File: src/divq_macros.svh
/* Defaults shared by the RTL and the testbench. The data width must be at least 2 and the
   tag width at least 1. Either register count may be 0 */
`ifndef DIVQ_MACROS_SVH
`define DIVQ_MACROS_SVH

// ----------------------------------------------------------------------
// Datapath widths
// ----------------------------------------------------------------------
// Operand and quotient width, also the core iteration count
`define DIVQ_DATA_W 16
// Tag carried alongside each operation
`define DIVQ_TAG_W 4

// ----------------------------------------------------------------------
// Pipeline depth
// ----------------------------------------------------------------------
// Elastic stages before the control block
`define DIVQ_INP_REGS 1
// Elastic stages after the control block
`define DIVQ_OUT_REGS 1

`endif

File: src/divq_pkg.sv
/* Types shared by the divider RTL, testbench and assertions.
   Status is two flags only, no remainder is returned */
package divq_pkg;

  // ----------------------------------------------------------------------
  // Result status
  // ----------------------------------------------------------------------
  // dz set on a zero divisor
  // nx set when the final remainder is nonzero
  typedef struct packed {
    logic dz;
    logic nx;
  } status_t;

  // ----------------------------------------------------------------------
  // Control FSM
  // ----------------------------------------------------------------------
  // IDLE waits for work, BUSY has the core running,
  // HOLD parks a finished result until downstream takes it
  typedef enum logic [1:0] {
    IDLE = 2'd0,
    BUSY = 2'd1,
    HOLD = 2'd2
  } ctrl_state_e;

endpackage

File: src/divq_core.sv
/* Unsigned restoring divider, one quotient bit per cycle, Width of at least 2.
   Outputs are valid only while done_o is high; kill drops the operation silently */
`include "divq_macros.svh"

module divq_core #(
  parameter int unsigned Width = `DIVQ_DATA_W
) (
  input  logic              clk_i,
  input  logic              rst_ni,
  input  logic              start_i,
  input  logic              kill_i,
  input  logic [Width-1:0]  dividend_i,
  input  logic [Width-1:0]  divisor_i,
  output logic              ready_o,
  output logic              done_o,
  output logic [Width-1:0]  quotient_o,
  output divq_pkg::status_t status_o
);

  import divq_pkg::*;

  localparam int unsigned CntW = $clog2(Width + 1);

  // ----------------------------------------------------------------------
  // State
  // ----------------------------------------------------------------------
  logic             busy_q;
  // Number of iterations already done
  logic [CntW-1:0]  count_q;
  logic             last_step;
  // Partial remainder
  logic [Width-1:0] rem_q;
  // Dividend bits shift out at the top, quotient bits shift in at the bottom
  logic [Width-1:0] quo_q;
  logic [Width-1:0] div_q;
  logic [Width:0]   rem_shift;
  logic [Width:0]   rem_diff;
  logic             take;
  status_t          status;

  assign last_step = (count_q == CntW'(Width));

  // ----------------------------------------------------------------------
  // One restoring step
  // ----------------------------------------------------------------------
  // Bring down the next dividend bit
  assign rem_shift = {rem_q, quo_q[Width-1]};
  assign rem_diff  = rem_shift - {1'b0, div_q};
  // Subtract only if the remainder does not go negative
  // a zero divisor always subtracts, so the quotient ends all ones
  assign take      = (rem_shift >= {1'b0, div_q});

  // Control, kill has priority over everything
  always_ff @(posedge clk_i) begin
    if (!rst_ni) begin
      busy_q  <= 1'b0;
      count_q <= '0;
    end else if (kill_i) begin
      busy_q <= 1'b0;
    end else if (start_i && !busy_q) begin
      busy_q  <= 1'b1;
      count_q <= '0;
    end else if (busy_q) begin
      if (last_step) begin
        // Done cycle, back to idle at this edge
        busy_q <= 1'b0;
      end else begin
        count_q <= count_q + 1'b1;
      end
    end
  end

  // Datapath
  always_ff @(posedge clk_i) begin
    if (start_i && !busy_q) begin
      rem_q <= '0;
      quo_q <= dividend_i;
      div_q <= divisor_i;
    end else if (busy_q && !last_step) begin
      rem_q <= take ? rem_diff[Width-1:0] : rem_shift[Width-1:0];
      quo_q <= {quo_q[Width-2:0], take};
    end
  end

  // ----------------------------------------------------------------------
  // Result
  // ----------------------------------------------------------------------
  always_comb begin
    status.dz = ~|div_q;
    // With a zero divisor the remainder equals the dividend
    status.nx = |rem_q;
  end

  assign ready_o    = ~busy_q;
  // No done in the cycle a kill lands
  assign done_o     = busy_q & last_step & ~kill_i;
  assign quotient_o = quo_q;
  assign status_o   = status;

endmodule

File: src/divq_ctrl.sv
/* Control between input pipe, divider core and output pipe. Only one item is in the core
   at a time; the input is acked solely in the cycle the core starts */
`include "divq_macros.svh"

module divq_ctrl (
  input  logic                   clk_i,
  input  logic                   rst_ni,
  input  logic                   flush_i,
  input  logic                   inp_valid_i,
  output logic                   inp_ready_o,
  input  logic [`DIVQ_TAG_W-1:0] tag_i,
  output logic                   core_start_o,
  input  logic                   core_ready_i,
  input  logic                   core_done_i,
  input  logic [`DIVQ_DATA_W-1:0] core_quotient_i,
  input  divq_pkg::status_t      core_status_i,
  output logic                   res_valid_o,
  input  logic                   res_ready_i,
  output logic [`DIVQ_DATA_W-1:0] res_quotient_o,
  output divq_pkg::status_t      res_status_o,
  output logic [`DIVQ_TAG_W-1:0] res_tag_o,
  output logic                   busy_o
);

  import divq_pkg::*;

  ctrl_state_e state_q;
  ctrl_state_e state_d;
  // Park the core result this cycle
  logic        hold_load;
  // Result comes from the hold register
  logic        data_held;

  logic [`DIVQ_TAG_W-1:0]  tag_q;
  logic [`DIVQ_DATA_W-1:0] held_quotient_q;
  status_t                 held_status_q;

  // ----------------------------------------------------------------------
  // FSM
  // ----------------------------------------------------------------------
  always_comb begin
    inp_ready_o = 1'b0;
    res_valid_o = 1'b0;
    hold_load   = 1'b0;
    data_held   = 1'b0;
    busy_o      = 1'b0;
    state_d     = state_q;

    unique case (state_q)
      IDLE: begin
        if (inp_valid_i && core_ready_i) begin
          inp_ready_o = 1'b1;
          state_d     = BUSY;
        end
      end
      BUSY: begin
        busy_o = 1'b1;
        if (core_done_i) begin
          // Offer straight from the core
          res_valid_o = 1'b1;
          if (res_ready_i) begin
            state_d = IDLE;
          end else begin
            hold_load = 1'b1;
            state_d   = HOLD;
          end
        end
      end
      HOLD: begin
        busy_o      = 1'b1;
        data_held   = 1'b1;
        res_valid_o = 1'b1;
        if (res_ready_i) begin
          state_d = IDLE;
          if (inp_valid_i && core_ready_i) begin
            inp_ready_o = 1'b1;
            state_d     = BUSY;
          end
        end
      end
      default: state_d = IDLE;
    endcase

    // Flush cancels whatever was decided above
    if (flush_i) begin
      inp_ready_o = 1'b0;
      res_valid_o = 1'b0;
      hold_load   = 1'b0;
      busy_o      = 1'b0;
      state_d     = IDLE;
    end
  end

  // Input ack and core start are the same event
  assign core_start_o = inp_ready_o;

  always_ff @(posedge clk_i) begin
    if (!rst_ni) begin
      state_q <= IDLE;
    end else begin
      state_q <= state_d;
    end
  end

  // ----------------------------------------------------------------------
  // Tag and hold registers
  // ----------------------------------------------------------------------
  // Tag follows the item that starts
  always_ff @(posedge clk_i) begin
    if (core_start_o) begin
      tag_q <= tag_i;
    end
  end

  always_ff @(posedge clk_i) begin
    if (hold_load) begin
      held_quotient_q <= core_quotient_i;
      held_status_q   <= core_status_i;
    end
  end

  // Held data has priority in HOLD
  assign res_quotient_o = data_held ? held_quotient_q : core_quotient_i;
  assign res_status_o   = data_held ? held_status_q : core_status_i;
  assign res_tag_o      = tag_q;

endmodule

File: src/divq_pipe_regs.sv
/* Elastic register chain with valid/ready and synchronous flush.
   Ready is combinational through all stages; NumRegs of 0 gives plain wires */
module divq_pipe_regs #(
  parameter int unsigned Width   = 1,
  parameter int unsigned NumRegs = 1
) (
  input  logic             clk_i,
  input  logic             rst_ni,
  input  logic             flush_i,
  input  logic             in_valid_i,
  output logic             in_ready_o,
  input  logic [Width-1:0] in_data_i,
  output logic             out_valid_o,
  input  logic             out_ready_i,
  output logic [Width-1:0] out_data_o,
  output logic             any_valid_o
);

  // Index i holds the item after i register stages
  logic [Width-1:0] data_q [0:NumRegs];
  logic [0:NumRegs] valid_q;
  // Ready of stage i, the last one comes from downstream
  logic [0:NumRegs] ready;

  // Stage 0 is the input port itself
  assign data_q[0]  = in_data_i;
  assign valid_q[0] = in_valid_i;
  assign in_ready_o = ready[0];

  for (genvar i = 0; i < NumRegs; i++) begin : gen_stage
    logic load;

    // Advance when the next stage takes data or only holds a bubble
    assign ready[i] = ready[i+1] | ~valid_q[i+1];
    // Payload moves only with a real item
    assign load = ready[i] & valid_q[i];

    // Flush wins over a load
    always_ff @(posedge clk_i) begin
      if (!rst_ni) begin
        valid_q[i+1] <= 1'b0;
      end else if (flush_i) begin
        valid_q[i+1] <= 1'b0;
      end else if (ready[i]) begin
        valid_q[i+1] <= valid_q[i];
      end
    end

    always_ff @(posedge clk_i) begin
      if (load) begin
        data_q[i+1] <= data_q[i];
      end
    end
  end

  // Last stage faces downstream
  assign ready[NumRegs] = out_ready_i;
  assign out_valid_o    = valid_q[NumRegs];
  assign out_data_o     = data_q[NumRegs];

  // Any registered stage holding an item, input port excluded
  always_comb begin
    any_valid_o = 1'b0;
    for (int i = 1; i <= NumRegs; i++) begin
      any_valid_o = any_valid_o | valid_q[i];
    end
  end

endmodule

File: src/divq_top.sv
/* Tagged integer divider: input pipe, control, iterative core, output pipe.
   Latency depends on the register counts and on back-pressure; out_valid_o marks results */
`include "divq_macros.svh"

module divq_top #(
  parameter int unsigned NumInpRegs = `DIVQ_INP_REGS,
  parameter int unsigned NumOutRegs = `DIVQ_OUT_REGS
) (
  input  logic                    clk_i,
  input  logic                    rst_ni,
  input  logic                    flush_i,
  input  logic                    in_valid_i,
  output logic                    in_ready_o,
  input  logic [`DIVQ_DATA_W-1:0] dividend_i,
  input  logic [`DIVQ_DATA_W-1:0] divisor_i,
  input  logic [`DIVQ_TAG_W-1:0]  tag_i,
  output logic                    out_valid_o,
  input  logic                    out_ready_i,
  output logic [`DIVQ_DATA_W-1:0] quotient_o,
  output divq_pkg::status_t       status_o,
  output logic [`DIVQ_TAG_W-1:0]  tag_o,
  output logic                    busy_o
);

  import divq_pkg::*;

  localparam int unsigned InpW = 2 * `DIVQ_DATA_W + `DIVQ_TAG_W;
  localparam int unsigned OutW = `DIVQ_DATA_W + $bits(status_t) + `DIVQ_TAG_W;

  // ----------------------------------------------------------------------
  // Internal nets
  // ----------------------------------------------------------------------
  logic [InpW-1:0] inp_data;
  logic [OutW-1:0] out_data;
  logic            inp_valid, inp_ready, inp_any;
  logic [`DIVQ_DATA_W-1:0] dividend, divisor;
  logic [`DIVQ_TAG_W-1:0]  tag;
  logic                    core_start, core_ready, core_done;
  logic [`DIVQ_DATA_W-1:0] core_quotient;
  status_t                 core_status;
  logic                    res_valid, res_ready;
  logic [`DIVQ_DATA_W-1:0] res_quotient;
  status_t                 res_status;
  logic [`DIVQ_TAG_W-1:0]  res_tag;
  logic                    ctrl_busy, out_any;

  // Operands and tag travel as one word
  divq_pipe_regs #(.Width(InpW), .NumRegs(NumInpRegs)) u_inp_pipe (
    .clk_i, .rst_ni, .flush_i,
    .in_valid_i, .in_ready_o,
    .in_data_i   ({dividend_i, divisor_i, tag_i}),
    .out_valid_o (inp_valid),
    .out_ready_i (inp_ready),
    .out_data_o  (inp_data),
    .any_valid_o (inp_any)
  );
  assign {dividend, divisor, tag} = inp_data;

  divq_ctrl u_ctrl (
    .clk_i, .rst_ni, .flush_i,
    .inp_valid_i (inp_valid), .inp_ready_o (inp_ready), .tag_i (tag),
    .core_start_o (core_start), .core_ready_i (core_ready), .core_done_i (core_done),
    .core_quotient_i (core_quotient), .core_status_i (core_status),
    .res_valid_o (res_valid), .res_ready_i (res_ready),
    .res_quotient_o (res_quotient), .res_status_o (res_status), .res_tag_o (res_tag),
    .busy_o (ctrl_busy)
  );

  // Core is killed by the same flush
  divq_core #(.Width(`DIVQ_DATA_W)) u_core (
    .clk_i, .rst_ni,
    .start_i (core_start), .kill_i (flush_i),
    .dividend_i (dividend), .divisor_i (divisor),
    .ready_o (core_ready), .done_o (core_done),
    .quotient_o (core_quotient), .status_o (core_status)
  );

  divq_pipe_regs #(.Width(OutW), .NumRegs(NumOutRegs)) u_out_pipe (
    .clk_i, .rst_ni, .flush_i,
    .in_valid_i (res_valid), .in_ready_o (res_ready),
    .in_data_i  ({res_quotient, res_status, res_tag}),
    .out_valid_o, .out_ready_i,
    .out_data_o (out_data),
    .any_valid_o (out_any)
  );
  assign {quotient_o, status_o, tag_o} = out_data;

  // Anything in flight in pipes or control
  assign busy_o = inp_any | ctrl_busy | out_any;

endmodule

File: config.mk
export PLATFORM = sky130hd
export DESIGN_NAME = divq_top
export DESIGN_NICKNAME = d
export VERILOG_FILES = /design/src/divq_pkg.sv /design/src/divq_core.sv /design/src/divq_ctrl.sv /design/src/divq_pipe_regs.sv /design/src/divq_top.sv
export VERILOG_INCLUDE_DIRS = /design/src
export SDC_FILE = /design/constraint.sdc
export NUM_CORES = 1
export LEC_CHECK = 0
export ABC_AREA = 1
export BUFFER_PORTS_ARGS = -buffer_cell sky130_fd_sc_hd__buf_4
export CAP_MARGIN = 20
export CORE_MARGIN = 3
export CORE_UTILIZATION = 55
export CTS_CLUSTER_DIAMETER = 30
export DETAILED_ROUTE_END_ITERATION = 6
export MAX_ROUTING_LAYER = met4
export PLACE_DENSITY = 0.82
export SLEW_MARGIN = 20
export SYNTH_ARGS = -nofsm -noshare
export SYNTH_HDL_FRONTEND = slang
export SYNTH_SLANG_ARGS = --single-unit
File: constraint.sdc
create_clock -name clk_i -period 5.3 [get_ports clk_i]
set_input_delay 0.795 -clock clk_i [delete_from_list [all_inputs] [get_ports clk_i]]
set_output_delay 0.795 -clock clk_i [all_outputs]
set_load 0.05 [all_outputs]
==> reports/metrics.yaml, run 1 <==
clocking:
  post-cts-setup-buffers: 0
  cts_inserted_buffers: 17
  cts_buffer_depth: 2
  cts.root.buffer_cell: "sky130_fd_sc_hd__clkbuf_16"
  cts_resized: 0
  cts.reportedPaths.clkPinSlew_ns: 0.06
  tritoncts_clock_tree: "built"
  holdBufCountCts: 0
  clock_sink_count: 138
  clkLatencyLatePin_ns: 0.42
  cts-htree-levels: 4
global_route:
  globalRouteTotalUtil_pct: 22.24
  grt_use_met2_pct: 36.20
  met3_usage_pct: 5.889
  grt_pass1_wl_mm: 21.69
  number_of_antenna_violations_at_the_first_check_in_global_routing: 0
  first_global_vias: 4723
  pin_count_of_the_biggest_net_entering_global_routing: 37
  grt_util_met1_pct: 25.26
  grt_overflow: 0
  top_usage_layer: "met2"
timing:
  fin_worst_skew_ns: 0.01235
  timing.final.ws_setup_ns: 1.925
  drv_slew: 0
  final_setup_violating_endpoints: 0
  timing.slew.headroom_pct: 38.29
  fin_crit_sh_pct: 63.67
  timing.fmax_mhz: 296.3
  fin_tns_setup_ns: 0
  finalWorstPathRequiredPeriod_ns: 3.375
  tightest_slew_ns: 0.9246
  grt_setup_unrepaired: "false"
  timing_hold_violations_final: 0
logic_synthesis:
  synthDistinctLibCells: 35
  yosys.area.top_type_share_pct: 52.54
  syn_nets: 701
  synth_cells: 637
  post_synth_main_area_contributors: "sky130_fd_sc_hd__edfxtp_1 53%, sky130_fd_sc_hd__nand2_1 10%, sky130_fd_sc_hd__dfxtp_1 8.1%"
  synth.ff_latch_count: 138
  post_synth_instance_area_um2: 6401
  synth.yosys.seq_area_share_pct: 60.67
  ys.warnings.count: 0
  syn-mean-instance-area_um2: 10.05
  synth_area_leader_cell: "sky130_fd_sc_hd__edfxtp_1"
setup_path:
  crit_fanout: 35
  cp_num_cells: 7
  cp_data_arrival_time_ns: 2.58
  r2r_start: "u_ctrl.state_q[0]"
  cpLargestDelayFamily: "simple AND/OR/NAND/NOR gates"
  timing.setup.critical_path_class: "reg -> out"
  path_cells: "inv_1, ha_2, nand2_1, o21ai_1, nand2_1, nand2_1, buf_4"
  endpoint: "in_ready_o"
  regToRegEndpoint: "u_core.quotient_o[10]"
  path_buf_inv: 2
  max_stage_delay_on_crit_path_ns: 0.58
  critical_path.slowest_cell: "sky130_fd_sc_hd__ha_2"
  worst_setup_path_start_kind: "flop"
  crit_path_frequent_cell: "sky130_fd_sc_hd__nand2_1"
  worst-r2r-setup-slack_ns: 2.18
  worstSetupEndpointType: "primary output"
  reg2reg_depth: 7
  timing.critical_path.required_ns: 4.51
  worst_setup_path_startpoint: "u_ctrl.state_q[0]"
job:
  max_cap_violations: 0
route:
  drt_iter0_markers: 499
  detailroute.via_count: 4745
  routedWlPerCell_um: 15.92
  drt_drc_violations_left: 0
  drtAntennaViolNets: 0
  post_drt_via_cell_ratio: 5.505
  firstDrtPassIters: 6
  detail_route.wirelength_mm: 13.72
floorplanning:
  dieArea_um2: 12970
  fp-row-count: 38
  initial_utilization_pct: 57.53
  chipHeight_um: 113.9
  core_region_area_um2: 11130
  fp.dieW_um: 113.9
  io_pins: 66
min_path:
  hold_path_class: "reg -> reg"
power:
  pwr_density_cell_nw_per_um2: 410.8
  power.total_mw: 3.114
  power.static_leakage_nw: 3.253
  vdd_ir_drop_max_mv: 0.3439
place:
  dpl_worst_slack_ns: 1.863
  dp.final_hpwl_mm: 9.210
  place_congestion: 0.8954
  io_buffer_count: 65
  dp_cells: 829
layout:
  drive_gt1_share_pct: 18.84
  syn2layout_area_growth_pct: 18.43
  finish.cell_count_without_fillers: 862
  nets: 773
  antennaDiodeCount: 0
outcome:
  status: "completed"
==> cells by family (layout without fill, tap and decap cells) <==
logic type,count (synthesis),in the layout,synth area share [%]
and+or+nand+nor,292,292,21.42
DFF,138,138,60.67
buffers and inverters,119,204,7.525
AOI/OAI and AO/OA,56,56,4.535
adders and majority gates,23,23,4.613
xor gates and xnor gates,9,9,1.231
==> state kept, by name (all words and copies together) (netlist names) <==
| name | count |
|---|---|
| u_inp_pipe.out_data_o | 36 |
| u_out_pipe.out_data_o | 22 |
| u_core.div_q | 16 |
| u_core.quotient_o | 16 |
| u_core.rem_q | 16 |
| u_ctrl.held_quotient_q | 16 |
| u_core.count_q | 5 |
| u_ctrl.res_tag_o | 4 |
| u_ctrl.held_status_q | 2 |
| u_ctrl.state_q | 2 |
| u_core.busy_q | 1 |
| u_inp_pipe.any_valid_o | 1 |
| u_out_pipe.any_valid_o | 1 |
==> power by group <==
group	internal (mW)	switching (mW)	leakage, nW	total (mW)
sequential	1.25	0.0714	1.25	1.32
combinational	0.261	0.465	1.75	0.727
clock	0.635	0.432	0.253	1.07
==> worst min path at each step <==
stage	startpoint	end	slack, ns	cells after the start
after floorplan	u_inp_pipe.out_data_o[4]	u_core.div_q[0]	0.40	0
after global placement	u_inp_pipe.out_data_o[18]	u_core.div_q[14]	0.40	0
after detailed placement	u_inp_pipe.out_data_o[15]	u_core.div_q[11]	0.40	0
after CTS	u_inp_pipe.out_data_o[4]	u_core.div_q[0]	0.42	0
after global routing	u_inp_pipe.out_data_o[19]	u_core.div_q[15]	0.42	0
final	u_inp_pipe.out_data_o[15]	u_core.div_q[11]	0.41	0
==> metrics by stage <==
step / instance area, um^2 / hold WS [ns] / utilization, %
floorplan: 6401 / 0.4003 / -
global placement: 7002 / 0.4004 / 62.93
detailed placement: 7002 / 0.4045 / 62.93
CTS: 7538 / 0.4175 / 67.76
global route: 7581 / 0.4227 / 68.14
finish: 7581 / 0.4131 / 68.14
==> worst reg2reg max path, stage by stage, from the launching register on <==
cell and delay (ns):
sky130_fd_sc_hd__dfxtp_1 0.33, sky130_fd_sc_hd__inv_1 0.12, sky130_fd_sc_hd__ha_2 0.58, sky130_fd_sc_hd__nand2_1 0.16, sky130_fd_sc_hd__o21ai_1 0.16, sky130_fd_sc_hd__nand2_1 0.37, sky130_fd_sc_hd__inv_1 0.84, sky130_fd_sc_hd__o21ai_0 0.26
==> cells in the final DEF, fill, tap and decap left out, drive strengths merged, types with 12 or more instances in the layout <==
cell,instances
nand2,191
nand4,12
ha,22
inv,104
nand3,47
a21oi,17
buf,68
o21ai,35
dfxtp,26
clkbuf,18
nor2,25
edfxtp,112
==> per-layer routing <==
metal  vias to the layer above  wire, um
met1                      2186      5358
met2                       251      6824
met5                         -         0
met3                        54       923
met4                         0       613
li1                       2254         -
==> synthesized netlist by cell type <==
cell type,instances
sky130_fd_sc_hd__buf_4,3
sky130_fd_sc_hd__nand3_2,10
sky130_fd_sc_hd__clkbuf_1,5
sky130_fd_sc_hd__o21ai_2,1
sky130_fd_sc_hd__buf_12,1
sky130_fd_sc_hd__or2_4,2
sky130_fd_sc_hd__nand4_1,12
sky130_fd_sc_hd__nor2_1,23
sky130_fd_sc_hd__nor3_4,1
sky130_fd_sc_hd__o22ai_1,1
sky130_fd_sc_hd__nand2_1,173
sky130_fd_sc_hd__fa_1,1
sky130_fd_sc_hd__nor4_1,5
sky130_fd_sc_hd__nand2_4,2
sky130_fd_sc_hd__o21ai_1,1
sky130_fd_sc_hd__or2_2,1
sky130_fd_sc_hd__nor2_2,1
sky130_fd_sc_hd__nor3b_4,1
sky130_fd_sc_hd__nand3b_1,4
sky130_fd_sc_hd__nor3_1,3
sky130_fd_sc_hd__nand3_1,37
sky130_fd_sc_hd__buf_2,6
sky130_fd_sc_hd__xnor2_1,7
sky130_fd_sc_hd__nor2_4,1
sky130_fd_sc_hd__a21oi_1,17
sky130_fd_sc_hd__o21ai_0,33
sky130_fd_sc_hd__nand2_2,16
sky130_fd_sc_hd__o21a_1,1
sky130_fd_sc_hd__xor2_1,2
sky130_fd_sc_hd__dfxtp_1,26
sky130_fd_sc_hd__ha_1,22
sky130_fd_sc_hd__inv_1,101
sky130_fd_sc_hd__edfxtp_1,112
sky130_fd_sc_hd__inv_2,3
sky130_fd_sc_hd__a31oi_1,2
==> cell type report <==
type / count / area [um^2]
clock buffer: 18 / 429.2
clock inverter: 14 / 107.6
fill: 784 / 3545
inverter: 104 / 390.4
multi-input combinational: 380 / 2064
sequential: 138 / 3884
tap: 140 / 175.2
timing repair buffer: 68 / 530.5
(Power assumes the default switching activity.)
==> run 2, diff against run 1 <==
ABC_AREA = 0   (was 1)
CORE_UTILIZATION = 53   (was 55)
PLACE_DENSITY = 0.83   (was 0.82)
clock period = 2.9 ns   (was 5.3 ns; I/O delays follow)
==> run 2 against run 1 <==
Against the previous run:
- non-clock buffer count up 19
- worst hold slack lost 0.21 ns
- setup slack got worse by 1.7 ns
- critical path depth up 4
- combinational power is 50% higher
- highest routed layer unchanged
- final cell count fell by 13%
- area after synthesis is 2.4% lower
- synthesized cell count shrank 20%
- sequential cell count unchanged
- clock power up 93%
==> reports/metrics.yaml, run 2 <==
timing:
  fin_crit_sh_pct: 91.11
  final_setup_violating_endpoints: 0
  timing.fmax_mhz: 378.5
  grt_setup_unrepaired: "false"
  tightest_slew_ns: 0.6380
  post_route_worst_hold_slack_ns: 0.2001
  fin_tns_setup_ns: 0
  finalWorstPathRequiredPeriod_ns: 2.642
  timing_hold_violations_final: 0
  fin_worst_skew_ns: 0.008484
  drv_slew: 0
  timing.slew.headroom_pct: 57.42
  timing.final.ws_setup_ns: 0.2577
logic_synthesis:
  synth_area_leader_cell: "sky130_fd_sc_hd__edfxtp_1"
  synth_most_common_cell: "sky130_fd_sc_hd__edfxtp_1"
  post_synth_instance_area_um2: 6245
  synth.yosys.seq_area_share_pct: 62.19
  yosys.area.top_type_share_pct: 53.86
  synth_async_sr_flop_share_pct: 0
  ys.warnings.count: 0
  synth_cells: 507
  synth.ff_latch_count: 138
  postSynth.topFlopCell: "sky130_fd_sc_hd__edfxtp_1"
  syn-mean-instance-area_um2: 12.32
  syn_nets: 571
  synth_enable_flop_cells: 112
  synthTopCellsByCount: "112 x sky130_fd_sc_hd__edfxtp_1, 93 x sky130_fd_sc_hd__nand2_1, 32 x sky130_fd_sc_hd__inv_1"
  post_synth_main_area_contributors: "sky130_fd_sc_hd__edfxtp_1 54%, sky130_fd_sc_hd__dfxtp_1 8.3%, sky130_fd_sc_hd__nand2_1 5.6%"
  synthDistinctLibCells: 68
route:
  drt_iter0_markers: 437
  post_drt_via_cell_ratio: 5.799
  routedWlPerCell_um: 18.83
  detailroute.via_count: 4326
  drt_drc_violations_left: 0
  drtAntennaViolNets: 0
  firstDrtPassIters: 5
  detail_route.wirelength_mm: 14.05
floorplanning:
  io_pins: 66
  dieArea_um2: 13120
  fp.dieW_um: 114.5
  chipHeight_um: 114.5
  core_region_area_um2: 11470
  fp-row-count: 39
  initial_utilization_pct: 54.46
power:
  vdd_ir_drop_max_mv: 0.4858
  power.static_leakage_nw: 2.944
  power.total_mw: 5.530
  pwr_density_cell_nw_per_um2: 734.8
clocking:
  post-cts-setup-buffers: 0
  cts_resized: 0
  cts-htree-levels: 4
  holdBufCountCts: 0
  cts.reportedPaths.clkPinSlew_ns: 0.06
  clock_sink_count: 138
  cts_inserted_buffers: 17
  cts_buffer_depth: 2
  cts.root.buffer_cell: "sky130_fd_sc_hd__clkbuf_16"
  tritoncts_clock_tree: "built"
  clkLatencyLatePin_ns: 0.41
place:
  placedInstanceArea_um2: 6960
  place_congestion: 0.9298
  dpl_worst_slack_ns: 0.3192
  io_buffer_count: 65
  dp_cells: 714
  dp.final_hpwl_mm: 9.656
setup_path:
  cp_data_arrival_time_ns: 2.95
  timing.setup.critical_path_class: "reg -> reg"
  timing.critical_path.required_ns: 3.21
  crit_fanout: 5
  worst_setup_path_start_kind: "flop"
  worstSetupEndpointType: "flop"
global_route:
  number_of_antenna_violations_at_the_first_check_in_global_routing: 0
  pin_count_of_the_biggest_net_entering_global_routing: 37
  grt_overflow: 0
  grt_pass1_wl_mm: 22.69
  first_global_vias: 4404
  globalRouteTotalUtil_pct: 23.18
layout:
  leading_cell_types_in_the_layout_fill_and_taps_excluded: "112 x sky130_fd_sc_hd__edfxtp_1, 93 x sky130_fd_sc_hd__nand2_1, 87 x sky130_fd_sc_hd__buf_4"
  largest_register_ffs: 36
  antennaDiodeCount: 0
  nets: 654
  utilization_pct: 65.63
  syn2layout_area_growth_pct: 20.52
  layout_commonest_cell: "sky130_fd_sc_hd__edfxtp_1"
  finish.cell_count_without_fillers: 746
  fill_cells: 819
  design_area_um2: 7526
  drive_gt1_share_pct: 25.37
outcome:
  status: "completed"
job:
  max_cap_violations: 0
min_path:
  hold_path_class: "in -> reg"
-- run 2: layer usage --
metal / share of wire, % / GRT usage, %
met1: 43 / 29.72
met2: 49 / 36.59
met3: 5.5 / 5.074
met4: 2.5 / 8.234
met5: 0 / -
-- run 2: kinds of logic (layout without fill, tap and decap cells) --
group	count (synthesis)	count (layout)	share of synthesized area, %
AOI/OAI and AO/OA	97	97	11.88
xor gates and xnor gates	15	15	2.104
adders and majority gates	23	23	4.728
buffers and inverters	55	151	4.047
DFF	138	138	62.19
muxes	18	18	3.226
and+or+nand+nor	161	161	11.82
-- run 2: cell type report --
class / instances / area [um^2] / share of cell area (%)
Sequential cell: 138 / 3884 / 51.60
Multi-Input combinational cell: 314 / 2125 / 28.23
Timing Repair Buffer: 87 / 653.1 / 8.678
Clock buffer: 18 / 429.2 / 5.702
Tap cell: 143 / 178.9 / 2.377
Clock inverter: 14 / 136.4 / 1.812
Inverter: 32 / 120.1 / 1.596
-- run 2: where the power goes --
| part | internal (mW) | total (mW) | switching [mW] | leakage [nW] |
|---|---|---|---|---|
| sequential | 2.26 | 2.38 | 0.117 | 1.24 |
| combinational | 0.459 | 1.09 | 0.634 | 1.44 |
| clock | 1.20 | 2.06 | 0.857 | 0.268 |
-- run 2: path summary, 6_finish.rpt --
check / startpoint / cells past startpoint / slack [ns] / end
worst max-delay path: u_core.quotient_o[15] / 11 / 0.26 / u_core.rem_q[10]
worst min-delay path: dividend_i[4] / 1 / 0.20 / u_inp_pipe.out_data_o[24]
worst max register to register: u_core.quotient_o[15] / 11 / 0.26 / u_core.rem_q[10]
worst min register to register: u_inp_pipe.out_data_o[1] / 0 / 0.42 / u_ctrl.res_tag_o[1]
-- run 2: critical path: stages (launching register included) --
cell                       delay [ns]
sky130_fd_sc_hd__edfxtp_1        0.39
sky130_fd_sc_hd__inv_1           0.12
sky130_fd_sc_hd__ha_1            0.18
sky130_fd_sc_hd__inv_1           0.06
sky130_fd_sc_hd__fa_1            0.40
sky130_fd_sc_hd__a21o_1          0.23
sky130_fd_sc_hd__a221oi_1        0.26
sky130_fd_sc_hd__buf_4           0.21
sky130_fd_sc_hd__o21ai_1         0.09
sky130_fd_sc_hd__a31oi_1         0.23
sky130_fd_sc_hd__xor2_1          0.12
sky130_fd_sc_hd__o31ai_1         0.24
